$ cat config.mk
export PLATFORM = sky130hd
export DESIGN_NAME = dwu_top
export DESIGN_NICKNAME = d
export VERILOG_FILES = /design/src/rtl/dwu_pkg.sv /design/src/rtl/dwu_top.sv /design/src/rtl/dwu_err_responder.sv /design/src/rtl/dwu_w_packer.sv /design/src/rtl/dwu_aw_planner.sv
export SDC_FILE = /design/constraint.sdc
export NUM_CORES = 1
export LEC_CHECK = 0
export ABC_AREA = 1
export ABC_CLOCK_PERIOD_IN_PS = 3740
export BUFFER_PORTS_ARGS = -buffer_cell sky130_fd_sc_hd__buf_2
export CORE_UTILIZATION = 46
export DETAILED_ROUTE_END_ITERATION = 8
export PLACE_DENSITY = 0.7
export SLEW_MARGIN = 15
export SYNTH_ARGS = -nofsm -noshare
export SYNTH_HDL_FRONTEND = slang
export SYNTH_SLANG_ARGS = --single-unit
$ cat constraint.sdc
create_clock -name clk_i -period 3.74 [get_ports clk_i]
set_clock_uncertainty 0.1 [all_clocks]
set_input_delay 0.187 -clock clk_i [delete_from_list [all_inputs] [get_ports clk_i]]
set_output_delay 0.187 -clock clk_i [all_outputs]
set_load 0.05 [all_outputs]
$ cat src/rtl/dwu_pkg.sv
// ####################
// AXI upsizer shared types
// Burst, response and size encodings plus
// address helpers for the write path
// ####################

package dwu_pkg;

  // Address helpers work on the widest address and callers cast back
  localparam int unsigned AddrBits = 64;

  typedef logic [AddrBits-1:0] addr_t;

  // log2 of bytes per beat
  typedef logic [2:0] size_t;

  // Beats minus one
  typedef logic [7:0] len_t;

  typedef enum logic [1:0] {
    BURST_FIXED = 2'b00,
    BURST_INCR  = 2'b01,
    BURST_WRAP  = 2'b10
  } burst_e;

  typedef enum logic [1:0] {
    RESP_OKAY   = 2'b00,
    RESP_SLVERR = 2'b10
  } resp_e;

  // How the packer treats the current burst
  typedef enum logic [1:0] {
    MODE_PASS   = 2'b00,
    MODE_UPSIZE = 2'b01,
    MODE_ERROR  = 2'b10
  } mode_e;

  // Clear the address bits below the beat size
  function automatic addr_t aligned_addr(addr_t addr, size_t size);
    return (addr >> size) << size;
  endfunction

  // Address of the beat that follows addr in a burst
  function automatic addr_t next_beat_addr(addr_t addr, burst_e burst, size_t size);
    if (burst == BURST_FIXED) begin
      return addr;
    end
    return aligned_addr(addr, size) + (addr_t'(1) << size);
  endfunction

endpackage
$ cat src/rtl/dwu_top.sv
// ####################
// AXI write upsizer
// 32-bit narrow master to 64-bit wide slave
// ####################

`timescale 1ns/1ps

module dwu_top #(
  parameter int unsigned NarrowDataWidth = 32,
  parameter int unsigned WideDataWidth   = 64,
  parameter int unsigned AddrWidth       = 32,
  parameter int unsigned IdWidth         = 4
) (
  input  logic                         clk_i,
  input  logic                         rst_ni,
  // Narrow side
  input  logic                         n_aw_valid_i,
  output logic                         n_aw_ready_o,
  input  logic [IdWidth-1:0]           n_aw_id_i,
  input  logic [AddrWidth-1:0]         n_aw_addr_i,
  input  dwu_pkg::len_t                n_aw_len_i,
  input  dwu_pkg::size_t               n_aw_size_i,
  input  logic [1:0]                   n_aw_burst_i,
  input  logic [3:0]                   n_aw_cache_i,
  input  logic                         n_w_valid_i,
  output logic                         n_w_ready_o,
  input  logic [NarrowDataWidth-1:0]   n_w_data_i,
  input  logic [NarrowDataWidth/8-1:0] n_w_strb_i,
  input  logic                         n_w_last_i,
  output logic                         n_b_valid_o,
  input  logic                         n_b_ready_i,
  output logic [IdWidth-1:0]           n_b_id_o,
  output logic [1:0]                   n_b_resp_o,
  // Wide side
  output logic                         w_aw_valid_o,
  input  logic                         w_aw_ready_i,
  output logic [IdWidth-1:0]           w_aw_id_o,
  output logic [AddrWidth-1:0]         w_aw_addr_o,
  output dwu_pkg::len_t                w_aw_len_o,
  output dwu_pkg::size_t               w_aw_size_o,
  output logic [1:0]                   w_aw_burst_o,
  output logic [3:0]                   w_aw_cache_o,
  output logic                         w_w_valid_o,
  input  logic                         w_w_ready_i,
  output logic [WideDataWidth-1:0]     w_w_data_o,
  output logic [WideDataWidth/8-1:0]   w_w_strb_o,
  output logic                         w_w_last_o,
  input  logic                         w_b_valid_i,
  output logic                         w_b_ready_o,
  input  logic [IdWidth-1:0]           w_b_id_i,
  input  logic [1:0]                   w_b_resp_i
);

  logic                       desc_valid;
  logic                       desc_ready;
  logic [AddrWidth-1:0]       desc_addr;
  dwu_pkg::size_t             desc_size;
  dwu_pkg::len_t              desc_len;
  dwu_pkg::burst_e            desc_burst;
  dwu_pkg::mode_e             desc_mode;
  logic [IdWidth-1:0]         err_id;
  logic                       pk_valid;
  logic                       pk_ready;
  logic [WideDataWidth-1:0]   pk_data;
  logic [WideDataWidth/8-1:0] pk_strb;
  logic                       pk_last;
  logic                       pk_err;

  dwu_aw_planner #(
    .WideDataWidth (WideDataWidth),
    .AddrWidth     (AddrWidth),
    .IdWidth       (IdWidth)
  ) u_planner (
    .desc_valid_o (desc_valid),
    .desc_ready_i (desc_ready),
    .desc_addr_o  (desc_addr),
    .desc_size_o  (desc_size),
    .desc_len_o   (desc_len),
    .desc_burst_o (desc_burst),
    .desc_mode_o  (desc_mode),
    .err_id_o     (err_id),
    .*
  );

  dwu_w_packer #(
    .NarrowDataWidth (NarrowDataWidth),
    .WideDataWidth   (WideDataWidth),
    .AddrWidth       (AddrWidth)
  ) u_packer (
    .desc_valid_i (desc_valid),
    .desc_ready_o (desc_ready),
    .desc_addr_i  (desc_addr),
    .desc_size_i  (desc_size),
    .desc_len_i   (desc_len),
    .desc_burst_i (desc_burst),
    .desc_mode_i  (desc_mode),
    .pk_valid_o   (pk_valid),
    .pk_ready_i   (pk_ready),
    .pk_data_o    (pk_data),
    .pk_strb_o    (pk_strb),
    .pk_last_o    (pk_last),
    .pk_err_o     (pk_err),
    .*
  );

  dwu_err_responder #(
    .WideDataWidth (WideDataWidth),
    .IdWidth       (IdWidth)
  ) u_err_resp (
    .pk_valid_i (pk_valid),
    .pk_ready_o (pk_ready),
    .pk_data_i  (pk_data),
    .pk_strb_i  (pk_strb),
    .pk_last_i  (pk_last),
    .pk_err_i   (pk_err),
    .err_id_i   (err_id),
    .*
  );

endmodule

$ cat src/rtl/dwu_err_responder.sv
// ####################
// Error responder
// Forwards or sinks packed W beats and
// merges local SLVERR with downstream B
// ####################

`timescale 1ns/1ps

module dwu_err_responder #(
  parameter int unsigned WideDataWidth = 64,
  parameter int unsigned IdWidth       = 4
) (
  input  logic                       clk_i,
  input  logic                       rst_ni,
  input  logic                       pk_valid_i,
  output logic                       pk_ready_o,
  input  logic [WideDataWidth-1:0]   pk_data_i,
  input  logic [WideDataWidth/8-1:0] pk_strb_i,
  input  logic                       pk_last_i,
  input  logic                       pk_err_i,
  output logic                       w_w_valid_o,
  input  logic                       w_w_ready_i,
  output logic [WideDataWidth-1:0]   w_w_data_o,
  output logic [WideDataWidth/8-1:0] w_w_strb_o,
  output logic                       w_w_last_o,
  input  logic                       w_b_valid_i,
  output logic                       w_b_ready_o,
  input  logic [IdWidth-1:0]         w_b_id_i,
  input  logic [1:0]                 w_b_resp_i,
  output logic                       n_b_valid_o,
  input  logic                       n_b_ready_i,
  output logic [IdWidth-1:0]         n_b_id_o,
  output logic [1:0]                 n_b_resp_o,
  input  logic [IdWidth-1:0]         err_id_i
);

  logic               err_b_q;
  logic [IdWidth-1:0] err_id_q;
  logic               err_last_fire;

  assign w_w_valid_o = pk_valid_i && !pk_err_i;
  assign w_w_data_o  = pk_data_i;
  assign w_w_strb_o  = pk_strb_i;
  assign w_w_last_o  = pk_last_i;

  // Error beats are sunk; a final one waits while a SLVERR is still pending
  assign pk_ready_o    = pk_err_i ? !(pk_last_i && err_b_q) : w_w_ready_i;
  assign err_last_fire = pk_valid_i && pk_err_i && pk_last_i && !err_b_q;

  // Downstream B wins over the local response
  assign w_b_ready_o = n_b_ready_i;
  assign n_b_valid_o = w_b_valid_i || err_b_q;
  assign n_b_id_o    = w_b_valid_i ? w_b_id_i : err_id_q;
  assign n_b_resp_o  = w_b_valid_i ? w_b_resp_i : 2'(dwu_pkg::RESP_SLVERR);

  always_ff @(posedge clk_i or negedge rst_ni) begin
    if (!rst_ni) begin
      err_b_q <= 1'b0;
    end else if (err_last_fire) begin
      err_b_q <= 1'b1;
    end else if (!w_b_valid_i && n_b_ready_i) begin
      err_b_q <= 1'b0;
    end
  end

  always_ff @(posedge clk_i) begin
    if (err_last_fire) begin
      err_id_q <= err_id_i;
    end
  end

endmodule

$ cat src/rtl/dwu_w_packer.sv
// ####################
// W packer
// Steers narrow beats onto wide byte lanes
// and emits full or single wide beats
// ####################

`timescale 1ns/1ps

module dwu_w_packer #(
  parameter int unsigned NarrowDataWidth = 32,
  parameter int unsigned WideDataWidth   = 64,
  parameter int unsigned AddrWidth       = 32
) (
  input  logic                         clk_i,
  input  logic                         rst_ni,
  input  logic                         desc_valid_i,
  output logic                         desc_ready_o,
  input  logic [AddrWidth-1:0]         desc_addr_i,
  input  dwu_pkg::size_t               desc_size_i,
  input  dwu_pkg::len_t                desc_len_i,
  input  dwu_pkg::burst_e              desc_burst_i,
  input  dwu_pkg::mode_e               desc_mode_i,
  input  logic                         n_w_valid_i,
  output logic                         n_w_ready_o,
  input  logic [NarrowDataWidth-1:0]   n_w_data_i,
  input  logic [NarrowDataWidth/8-1:0] n_w_strb_i,
  output logic                         pk_valid_o,
  input  logic                         pk_ready_i,
  output logic [WideDataWidth-1:0]     pk_data_o,
  output logic [WideDataWidth/8-1:0]   pk_strb_o,
  output logic                         pk_last_o,
  output logic                         pk_err_o
);

  localparam int unsigned NarrowBytes = NarrowDataWidth / 8;
  localparam int unsigned WideBytes   = WideDataWidth / 8;
  localparam int unsigned WideMaxSize = $clog2(WideBytes);

  logic                   busy_q;
  logic                   take_q;
  logic                   pk_valid_q;
  logic                   last_q;
  logic                   err_q;
  logic [AddrWidth-1:0]   addr_q;
  logic [AddrWidth-1:0]   next_addr;
  dwu_pkg::len_t          cnt_q;
  dwu_pkg::size_t         size_q;
  dwu_pkg::burst_e        burst_q;
  dwu_pkg::mode_e         mode_q;
  dwu_pkg::addr_t         beat_base;
  logic [WideMaxSize-1:0] lane_off;
  logic [WideDataWidth-1:0] data_d;
  logic [WideDataWidth-1:0] data_q;
  logic [WideBytes-1:0]   strb_d;
  logic [WideBytes-1:0]   strb_q;
  logic                   desc_fire;
  logic                   n_w_fire;
  logic                   drain;
  logic                   word_done;

  assign desc_ready_o = !busy_q;
  assign desc_fire    = desc_valid_i && desc_ready_o;
  assign drain        = pk_valid_q && pk_ready_i;
  assign n_w_ready_o  = take_q && (!pk_valid_q || pk_ready_i);
  assign n_w_fire     = n_w_valid_i && n_w_ready_o;

  // First wide lane of the current beat
  assign beat_base = dwu_pkg::aligned_addr(dwu_pkg::addr_t'(addr_q), size_q);
  assign lane_off  = beat_base[WideMaxSize-1:0];
  assign next_addr = AddrWidth'(dwu_pkg::next_beat_addr(dwu_pkg::addr_t'(addr_q),
                                                        burst_q, size_q));

  // Send on every beat unless an upsized word is still filling
  assign word_done = (mode_q != dwu_pkg::MODE_UPSIZE) || (cnt_q == '0) ||
                     (next_addr[AddrWidth-1:WideMaxSize] != addr_q[AddrWidth-1:WideMaxSize]);

  always_comb begin : steer
    data_d = data_q;
    strb_d = strb_q;
    if (desc_fire || drain) begin
      data_d = '0;
      strb_d = '0;
    end
    if (n_w_fire) begin
      for (int b = 0; b < WideBytes; b++) begin
        if (b >= int'(lane_off) && b < int'(lane_off) + (1 << size_q)) begin
          data_d[8*b +: 8] = n_w_data_i[8*(b % NarrowBytes) +: 8];
          strb_d[b]        = n_w_strb_i[b % NarrowBytes];
        end
      end
    end
  end

  always_ff @(posedge clk_i or negedge rst_ni) begin
    if (!rst_ni) begin
      busy_q     <= 1'b0;
      take_q     <= 1'b0;
      pk_valid_q <= 1'b0;
    end else begin
      if (desc_fire) begin
        busy_q <= 1'b1;
        take_q <= 1'b1;
      end
      // The beat count marks the final narrow beat
      if (n_w_fire && cnt_q == '0) begin
        take_q <= 1'b0;
      end
      if (drain && last_q) begin
        busy_q <= 1'b0;
      end
      if (n_w_fire && word_done) begin
        pk_valid_q <= 1'b1;
      end else if (drain) begin
        pk_valid_q <= 1'b0;
      end
    end
  end

  always_ff @(posedge clk_i) begin
    data_q <= data_d;
    strb_q <= strb_d;
    if (desc_fire) begin
      addr_q  <= desc_addr_i;
      cnt_q   <= desc_len_i;
      size_q  <= desc_size_i;
      burst_q <= desc_burst_i;
      mode_q  <= desc_mode_i;
    end else if (n_w_fire) begin
      addr_q <= next_addr;
      cnt_q  <= cnt_q - 1'b1;
    end
    if (n_w_fire) begin
      last_q <= (cnt_q == '0);
      err_q  <= (mode_q == dwu_pkg::MODE_ERROR);
    end
  end

  assign pk_valid_o = pk_valid_q;
  assign pk_data_o  = data_q;
  assign pk_strb_o  = strb_q;
  assign pk_last_o  = last_q;
  assign pk_err_o   = err_q;

endmodule

$ cat src/rtl/dwu_aw_planner.sv
// ####################
// AW planner
// Accepts the narrow AW, classifies the burst,
// issues the wide AW and hands a descriptor on
// ####################

`timescale 1ns/1ps

module dwu_aw_planner #(
  parameter int unsigned WideDataWidth = 64,
  parameter int unsigned AddrWidth     = 32,
  parameter int unsigned IdWidth       = 4
) (
  input  logic                 clk_i,
  input  logic                 rst_ni,
  input  logic                 n_aw_valid_i,
  output logic                 n_aw_ready_o,
  input  logic [IdWidth-1:0]   n_aw_id_i,
  input  logic [AddrWidth-1:0] n_aw_addr_i,
  input  dwu_pkg::len_t        n_aw_len_i,
  input  dwu_pkg::size_t       n_aw_size_i,
  input  logic [1:0]           n_aw_burst_i,
  input  logic [3:0]           n_aw_cache_i,
  output logic                 w_aw_valid_o,
  input  logic                 w_aw_ready_i,
  output logic [IdWidth-1:0]   w_aw_id_o,
  output logic [AddrWidth-1:0] w_aw_addr_o,
  output dwu_pkg::len_t        w_aw_len_o,
  output dwu_pkg::size_t       w_aw_size_o,
  output logic [1:0]           w_aw_burst_o,
  output logic [3:0]           w_aw_cache_o,
  output logic                 desc_valid_o,
  input  logic                 desc_ready_i,
  output logic [AddrWidth-1:0] desc_addr_o,
  output dwu_pkg::size_t       desc_size_o,
  output dwu_pkg::len_t        desc_len_o,
  output dwu_pkg::burst_e      desc_burst_o,
  output dwu_pkg::mode_e       desc_mode_o,
  output logic [IdWidth-1:0]   err_id_o
);

  localparam int unsigned WideBytes   = WideDataWidth / 8;
  localparam int unsigned WideMaxSize = $clog2(WideBytes);

  typedef enum logic {
    ST_IDLE,
    ST_HOLD
  } state_e;

  state_e               state_q;
  logic                 aw_pending_q;
  logic                 aw_fire;
  dwu_pkg::burst_e      aw_burst;
  dwu_pkg::mode_e       mode_d;
  dwu_pkg::mode_e       mode_q;
  dwu_pkg::len_t        wide_len_d;
  dwu_pkg::len_t        wide_len_q;
  dwu_pkg::len_t        len_q;
  dwu_pkg::size_t       size_q;
  dwu_pkg::burst_e      burst_q;
  logic [3:0]           cache_q;
  logic [IdWidth-1:0]   id_q;
  logic [AddrWidth-1:0] addr_q;

  assign aw_burst     = dwu_pkg::burst_e'(n_aw_burst_i);
  // Only one burst in flight, so wait for the packer as well
  assign n_aw_ready_o = (state_q == ST_IDLE) && desc_ready_i;
  assign aw_fire      = n_aw_valid_i && n_aw_ready_o;

  always_comb begin : classify
    dwu_pkg::addr_t start_addr;
    dwu_pkg::addr_t last_addr;
    dwu_pkg::addr_t end_addr;
    start_addr = dwu_pkg::aligned_addr(dwu_pkg::addr_t'(n_aw_addr_i),
                                       dwu_pkg::size_t'(WideMaxSize));
    // Address of the final narrow beat of an INCR burst
    last_addr  = dwu_pkg::aligned_addr(dwu_pkg::addr_t'(n_aw_addr_i), n_aw_size_i) +
                 (dwu_pkg::addr_t'(n_aw_len_i) << n_aw_size_i);
    end_addr   = dwu_pkg::aligned_addr(last_addr, dwu_pkg::size_t'(WideMaxSize));
    wide_len_d = dwu_pkg::len_t'((end_addr - start_addr) >> WideMaxSize);

    mode_d = dwu_pkg::MODE_PASS;
    if (n_aw_len_i != '0) begin
      if (aw_burst == dwu_pkg::BURST_INCR && n_aw_cache_i[1]) begin
        mode_d = dwu_pkg::MODE_UPSIZE;
      end else if (aw_burst == dwu_pkg::BURST_WRAP) begin
        mode_d = dwu_pkg::MODE_ERROR;
      end
    end
  end

  always_ff @(posedge clk_i or negedge rst_ni) begin
    if (!rst_ni) begin
      state_q      <= ST_IDLE;
      aw_pending_q <= 1'b0;
      mode_q       <= dwu_pkg::MODE_PASS;
    end else if (aw_fire) begin
      state_q      <= ST_HOLD;
      // Error bursts never reach the wide side
      aw_pending_q <= (mode_d != dwu_pkg::MODE_ERROR);
      mode_q       <= mode_d;
    end else begin
      if (w_aw_valid_o && w_aw_ready_i) begin
        aw_pending_q <= 1'b0;
      end
      if (desc_valid_o && desc_ready_i) begin
        state_q <= ST_IDLE;
      end
    end
  end

  always_ff @(posedge clk_i) begin
    if (aw_fire) begin
      id_q       <= n_aw_id_i;
      addr_q     <= n_aw_addr_i;
      len_q      <= n_aw_len_i;
      size_q     <= n_aw_size_i;
      burst_q    <= aw_burst;
      cache_q    <= n_aw_cache_i;
      wide_len_q <= wide_len_d;
    end
  end

  assign w_aw_valid_o = aw_pending_q;
  assign w_aw_id_o    = id_q;
  assign w_aw_addr_o  = addr_q;
  assign w_aw_burst_o = burst_q;
  assign w_aw_cache_o = cache_q;
  assign w_aw_len_o   = (mode_q == dwu_pkg::MODE_UPSIZE) ? wide_len_q : len_q;
  assign w_aw_size_o  = (mode_q == dwu_pkg::MODE_UPSIZE) ?
                        dwu_pkg::size_t'(WideMaxSize) : size_q;

  // Descriptor follows the wide AW handshake
  assign desc_valid_o = (state_q == ST_HOLD) && !aw_pending_q;
  assign desc_addr_o  = addr_q;
  assign desc_size_o  = size_q;
  assign desc_len_o   = len_q;
  assign desc_burst_o = burst_q;
  assign desc_mode_o  = mode_q;
  assign err_id_o     = id_q;

endmodule

==> flow_summary.yaml, run 1 <==
floorplanning:
  die_height_um: 149
  core_um2: 21200
  initial_utilization: 0.471
  design.portCount: 242
  die_w_um: 149
  die_area_um2: 22200
  placement_rows: 53
logic_synthesis:
  ys_top_cells_by_area: "edfxtp_1, dfxtp_1, nand2_1, nand3_1, inv_1"
  netlist_area_um2: 9960
  synth_top_area_share: 0.289
  post_synth_inst_count: 1271
  post-synth-top-count-cell: "nand2_1"
  seq_area_frac_synth: 0.454
  synth_enable_flop_cells: 96
  synth_ff_type: "edfxtp_1"
  syn_area_cell_um2: 7.84
  postSynthNetCount: 1403
  fraction_of_registers_with_async_set_or_reset_after_synthesis: 0.0455
  synth_largest_area_cell: "edfxtp_1"
  yosys-top-cells-count: "nand2_1, nand3_1, inv_1"
  ys_ff_latch: 176
  yosys_warnings: 0
  yosys.cell_types.count: 54
global_routing:
  grt_remaining_overflow: 0
  global_route_wire_length_before_repair_um: 44900
  grt_util_all_layers: 0.255
  grt_max_degree: 36
  grt_pass1_vias: 9360
  grt_antenna_before_repair: 1
layout:
  syn2layout_area_growth_pct: 37.3
  final_core_util: 0.647
  fraction_of_final_layout_cells_sized_beyond_drive_strength_1: 0.292
  finish.instance_area_um2: 13700
  finish.net_count: 1793
  final.fill_count: 1759
power_and_ir_drop:
  ir_worst_vdd_mv: 0.492
  power_density_nw_per_um2: 829
  p_sw_frac: 0.507
  seq_power_share: 0.291
  power_switching_mw: 5.75
  p_leak_nw: 6.62
  p_int_mw: 5.60
  p_comb_frac: 0.552
  design_power_total_mw: 11.3
  share_clk_of_total_power: 0.157
sta:
  slew_viol_final: 0
  relSlewSlack: 0.365
  period_needed_ns: 3.60
  grt_setup_unrepaired: "yes"
  max_freq_ghz: 0.278
  timing.final.ws_setup_ns: 0.144
  hold_violations: 0
  setup-violations-final: 0
  final_min_period_over_clock_period: 0.962
  worstMarginPinSlew_ns: 0.945
  finalHoldWorstSlack_ns: 0.0426
setup_path:
  timing.critical_path.required_ns: 3.83
  criticalPathCategory: "input pin to flop"
  worstPathArrival_ns: 3.69
  worst-r2r-cell-count: 23
  worstPathMaxFanout: 4
  worst_setup_path_start_kind: "input pin"
  end_kind: "flop"
  reg2reg_slack_ns: 0.33
drt:
  route.antenna.remaining_nets: 0
  routed_via_count_divided_by_cell_count: 5.06
  num_vias: 9866
  drt_pre_antenna_iters: 6
  post_drt_wl_per_cell_um: 14.6
  drc: 0
  routed_wl_um: 28400
  detail_route.iter0.violations: 575
clocking:
  cts.path.max_buffers: 2
  cts.clk_slew.worst_paths_ns: 0.08
  clock_tree.root_cell: "clkbuf_16"
  cts_inserted_buffers: 17
  cts.sink_count: 176
  cts_tree: "done"
  insertion_delay_ns: 0.43
  cts_max_level: 4
worst_hold_path:
  hold-path-cell-count: 2
  min_path_type: "input pin to flop"
run_status:
  status: "completed"
placed_design:
  port_buffers: 240
  place.detailed.hpwl_um: 20700
  global_placement_routability_congestion: 0.887
  post_dp_cell_area_um2: 11900
  place_ws_ns: -0.361
run:
  max_cap_viol_count: 0
## layer usage
metal	GRT usage	up-vias	wire, um
met5	0	-	0
met4	0.0923	0	658
met3	0.0443	50	1460
met2	0.437	296	14100
met1	0.321	4523	12200
li1	-	4997	-
## cell families after synthesis
| logic type | after synthesis | synth area share |
|---|---|---|
| simple gates | 700 | 0.318 |
| buf+inv | 194 | 0.0798 |
| flops | 176 | 0.454 |
| compound gates | 158 | 0.0979 |
| fa+ha+maj | 28 | 0.0367 |
| xor+xnor | 13 | 0.0114 |
| mux | 2 | 0.00201 |
## worst max-delay path: stages
cell and delay (ns):
dlygate4sd3_1 0.52, buf_4 0.14, inv_1 0.04, nand2_1 0.04, o21ai_1 0.07, nand2_1 0.08
o21ai_2 0.07, o211ai_1 0.33, ha_1 0.32, buf_4 0.15, inv_1 0.07, nor3_1 0.06
a2111oi_2 0.34, nand2_1 0.09, nand2_1 0.08, nand2_2 0.07, ha_4 0.29, nand4_1 0.10
nand3_1 0.11, xor2_1 0.21, nand3_1 0.14, nand3_1 0.11, nand2_1 0.06
## area by class of cell
type | count | area, um2 | area share
Timing Repair Buffer | 428 | 2880 | 0.210
Tap cell | 275 | 344 | 0.0252
Clock buffer | 18 | 439 | 0.0321
Sequential cell | 176 | 4520 | 0.331
Multi-Input combinational cell | 901 | 4810 | 0.352
Clock inverter | 14 | 161 | 0.0118
Antenna cell | 1 | 2.50 | 0.000183
Inverter | 137 | 522 | 0.0381
## placed cells by master (no fill, tap or decap), types with 4 or more instances in the layout
| cell type | n |
|---|---|
| nor2_2 | 6 |
| inv_6 | 4 |
| nand3_1 | 158 |
| o21ai_0 | 53 |
| nor2_1 | 77 |
| xnor2_1 | 5 |
| nor2_4 | 6 |
| nand2_1 | 371 |
| ha_4 | 4 |
| nand4_1 | 14 |
| edfxtp_1 | 96 |
| clkbuf_16 | 17 |
| inv_1 | 124 |
| a21oi_1 | 16 |
| o22ai_1 | 5 |
| inv_2 | 11 |
| o211ai_1 | 12 |
| xor2_1 | 8 |
| nand2_2 | 27 |
| a31oi_1 | 11 |
| nand3_2 | 6 |
| dlygate4sd3_1 | 90 |
| buf_2 | 238 |
| nand3_4 | 4 |
| or2_2 | 8 |
| nand2_4 | 6 |
| inv_8 | 4 |
| dfrtp_1 | 8 |
| dfxtp_1 | 72 |
| o21ai_2 | 21 |
| ha_1 | 20 |
| o21ai_1 | 21 |
| nor3_1 | 4 |
| buf_4 | 96 |
## state kept, by name (all words and copies together) (netlist names), 3 cells and up
name and flops:
u_packer.pk_data_o 64, u_planner.desc_size_o 3, u_packer.size_q 3, u_packer.pk_strb_o 8, u_planner.w_aw_cache_o 4, u_planner.wide_len_q 8, u_packer.cnt_q 8, u_planner.err_id_o 4
u_packer.addr_q 14, u_planner.desc_len_o 8, u_planner.desc_addr_o 32, u_err_resp.err_id_q 4
## metrics by stage
stage | cells | setup TNS [ns]
2_1_floorplan | 1271 | 0
3_3_place_gp | 1817 | -0.667
3_5_place_dp | 1817 | -0.852
4_1_cts | 1940 | 0
5_1_grt | 1949 | -0.142
6_report | 1950 | 0
## worst paths after layout
kind                                       startpoint                       end
min in group asynchronous                      rst_ni  u_planner.desc_mode_o[0]
max in group asynchronous                      rst_ni       u_packer.pk_valid_o
worst max register to register     u_packer.size_q[0]    u_packer.pk_data_o[18]
worst min-delay path                   n_aw_addr_i[9]  u_planner.desc_addr_o[9]
worst max-delay path                    n_aw_len_i[3]   u_planner.wide_len_q[7]
worst min register to register  u_planner.err_id_o[2]    u_err_resp.err_id_q[2]
## power groups by stage
stage | clock network [mW] | registers, mW | logic (mW)
2_1_floorplan | 0 | 4.78 | 3.03
3_3_place_gp | 0 | 3.32 | 5.89
3_5_place_dp | 0 | 3.33 | 5.96
4_1_cts | 1.82 | 3.30 | 6.10
5_1_grt | 1.89 | 3.38 | 6.78
6_report | 1.78 | 3.30 | 6.26
## timing repair
| action | 4_1_cts | 5_1_grt |
|---|---|---|
| buffers inserted | 1 | 9 |
| pin swaps | 1 | 23 |
| gates resized for setup | 1 | 61 |
| hold endpoints to repair | 135 | 0 |
| hold buffers | 90 | 0 |
| endpoints found under the setup margin | 19 | 73 |
No activity file was read; power rests on OpenSTA's default activity.
==> run 2: changes to the inputs <==
--- a/config.mk
+++ b/config.mk
@@ -10,8 +10,10 @@
 export BUFFER_PORTS_ARGS = -buffer_cell sky130_fd_sc_hd__buf_2
 export CORE_UTILIZATION = 46
 export DETAILED_ROUTE_END_ITERATION = 8
-export PLACE_DENSITY = 0.7
+export GPL_TIMING_DRIVEN = 0
+export PLACE_DENSITY = 0.69
 export SLEW_MARGIN = 15
 export SYNTH_ARGS = -nofsm -noshare
 export SYNTH_HDL_FRONTEND = slang
+export SYNTH_HIERARCHICAL = 1
 export SYNTH_SLANG_ARGS = --single-unit
==> flow_summary.yaml, run 2 <==
sta:
  setup-violations-final: 0
  period_needed_ns: 3.62
  timing.final.ws_setup_ns: 0.120
  final_min_period_over_clock_period: 0.968
  max_freq_ghz: 0.276
  finalHoldWorstSlack_ns: 0.0446
  grt_setup_unrepaired: "yes"
  worstMarginPinSlew_ns: 0.820
  slew_viol_final: 0
  relSlewSlack: 0.452
  hold_violations: 0
  timing.setup.tns_ns: 0
logic_synthesis:
  fraction_of_registers_with_async_set_or_reset_after_synthesis: 0.0455
  ys_ff_latch: 176
  post_synth_inst_count: 1422
  seq_area_frac_synth: 0.411
  yosys-top-cells-count: "nand2_1, nand3_1, inv_1"
  synth_largest_area_cell: "edfxtp_1"
  ys_top_cells_by_area: "edfxtp_1, dfxtp_1, nand2_1, buf_4, nand3_1"
  synth_ff_type: "edfxtp_1"
  synth_top_area_share: 0.262
  netlist_area_um2: 11000
  postSynthNetCount: 1554
  syn_area_cell_um2: 7.75
  synth_enable_flop_cells: 96
  post-synth-top-count-cell: "nand2_1"
  yosys.cell_types.count: 55
  yosys_warnings: 6
global_routing:
  global_route_wire_length_before_repair_um: 47700
  grt_max_degree: 62
  grt_remaining_overflow: 0
  grt_antenna_before_repair: 0
  grt_util_all_layers: 0.250
  grt_pass1_vias: 9776
drt:
  routed_via_count_divided_by_cell_count: 4.89
  detail_route.iter0.violations: 665
  num_vias: 10358
  post_drt_wl_per_cell_um: 14.6
  drc: 0
  routed_wl_um: 30900
  drt_pre_antenna_iters: 5
  route.antenna.remaining_nets: 0
power_and_ir_drop:
  seq_power_share: 0.289
  p_int_mw: 5.77
  p_sw_frac: 0.489
  p_leak_nw: 7.08
  power_switching_mw: 5.52
  power_density_nw_per_um2: 780
  p_comb_frac: 0.557
  share_clk_of_total_power: 0.154
  ir_worst_vdd_mv: 0.492
layout:
  syn2layout_area_growth_pct: 31.4
  finish.instance_area_um2: 14500
  finish.net_count: 1917
  fraction_of_final_layout_cells_sized_beyond_drive_strength_1: 0.298
  layout.cells.most_common: "nand2_1"
  layout_common_cells: "nand2_1, buf_2, nand3_1"
  final.fill_count: 2089
  insertedDiodeCount: 0
  largest_reg_flops: 64
setup_path:
  worst-r2r-cell-count: 20
  reg2reg_from: "u_packer/size_q[0]"
  worstPathMaxFanout: 5
  worst_setup_path_start_kind: "input pin"
  end_kind: "flop"
  cp-startpoint: "n_aw_len_i[2]"
  reg2reg_slack_ns: 0.25
  criticalPathCategory: "input pin to flop"
  rr_endpoint: "u_packer/pk_data_o[19]"
  worstPathArrival_ns: 3.72
  timing.critical_path.required_ns: 3.84
  cp-endpoint: "u_planner/wide_len_q[7]"
clocking:
  cts.sink_count: 176
  cts_max_level: 4
  cts.path.max_buffers: 2
  cts_inserted_buffers: 17
  cts_tree: "done"
  insertion_delay_ns: 0.43
  clock_tree.root_cell: "clkbuf_16"
  cts.clk_slew.worst_paths_ns: 0.08
floorplanning:
  die_w_um: 157
  design.portCount: 242
  die_height_um: 157
  placement_rows: 56
  initial_utilization: 0.469
  die_area_um2: 24600
  core_um2: 23500
run:
  max_cap_viol_count: 0
placed_design:
  place_ws_ns: -0.706
  place.detailed.hpwl_um: 23000
  port_buffers: 240
  global_placement_routability_congestion: 0.942
  post_dp_cell_area_um2: 12600
worst_hold_path:
  min_path_type: "input pin to async pin"
run_status:
  status: "completed"
==> run 2: power groups by stage <==
stage / clock network, mW / registers [mW] / logic (mW)
global placement: 0 / 3.28 / 5.95
detailed placement: 0 / 3.29 / 6.02
finish: 1.74 / 3.26 / 6.29
floorplan: 0 / 3.23 / 4.79
CTS: 1.76 / 3.25 / 6.14
global route: 1.85 / 3.35 / 6.80
==> run 2: worst min-delay path by stage <==
stage,startpoint,slack (ns),end
CTS,rst_ni,0.02,u_planner/state_q
detailed placement,rst_ni,-0.05,u_planner/state_q
global placement,rst_ni,-0.06,u_planner/state_q
floorplan,rst_ni,-0.21,u_err_resp/err_b_q
global route,rst_ni,0.05,u_planner/state_q
finish,rst_ni,0.04,u_planner/state_q
==> run 2: timing repair <==
action | 4_1_cts | 5_1_grt
setup buffers | 1 | 10
gates resized for setup | 14 | 63
hold buffers | 92 | 0
endpoints found under the setup margin | 17 | 65
endpoints found under the hold margin | 137 | 0
pin swaps | 6 | 21
cloned | 0 | 2
==> run 2: per-layer routing <==
metal	part of all wire	vias up	track usage
met1	0.40	4726	0.282
met5	0	-	0
li1	-	5264	-
met2	0.52	298	0.455
met3	0.041	70	0.0346
met4	0.039	0	0.130
==> run 2: worst max-delay path: stages <==
cell           delay, ns
dlygate4sd3_1       0.53
buf_2               0.14
inv_1               0.09
nand2_1             0.05
o21ai_0             0.11
nand2_1             0.09
o21ai_1             0.14
o221ai_2            0.16
ha_1                0.41
nand2_1             0.11
nor3_2              0.23
nand4_1             0.22
nand3_1             0.16
nand2_2             0.09
ha_4                0.29
nand2_1             0.08
o21a_1              0.20
nand2_1             0.06
nand2_1             0.04
nand2_1             0.09
inv_1               0.05
nand2_1             0.07
nand2_1             0.05
nand2_1             0.05
nand2_1             0.04
==> run 2: cell families (layout without fill, tap and decap cells) <==
family,count (synthesis),after routing,synth area share
AOI/OAI and AO/OA,148,148,0.0803
xor gates and xnor gates,16,16,0.0127
adders and majority gates,28,28,0.0332
buffers and inverters,325,700,0.159
DFF,176,176,0.411
and+or+nand+nor,729,730,0.304
==> run 2: layout make-up <==
type                            count  area (um2)  area share
Buffer                            165        1170      0.0810
Clock inverter                     14         143     0.00986
Multi-Input combinational cell    922        4990       0.345
Inverter                          159         599      0.0414
Tap cell                          319         399      0.0276
Sequential cell                   176        4520       0.313
Clock buffer                       18         429      0.0297
Timing Repair Buffer              344        2210       0.153
==> run 2: per-stage QoR <==
| step | power (mW) | utilization | std cells |
|---|---|---|---|
| floorplan | 8.02 | - | 1422 |
| global placement | 9.23 | 0.537 | 1981 |
| detailed placement | 9.32 | 0.538 | 1981 |
| CTS | 11.2 | 0.604 | 2105 |
| global route | 12.0 | 0.617 | 2117 |
| finish | 11.3 | 0.617 | 2117 |
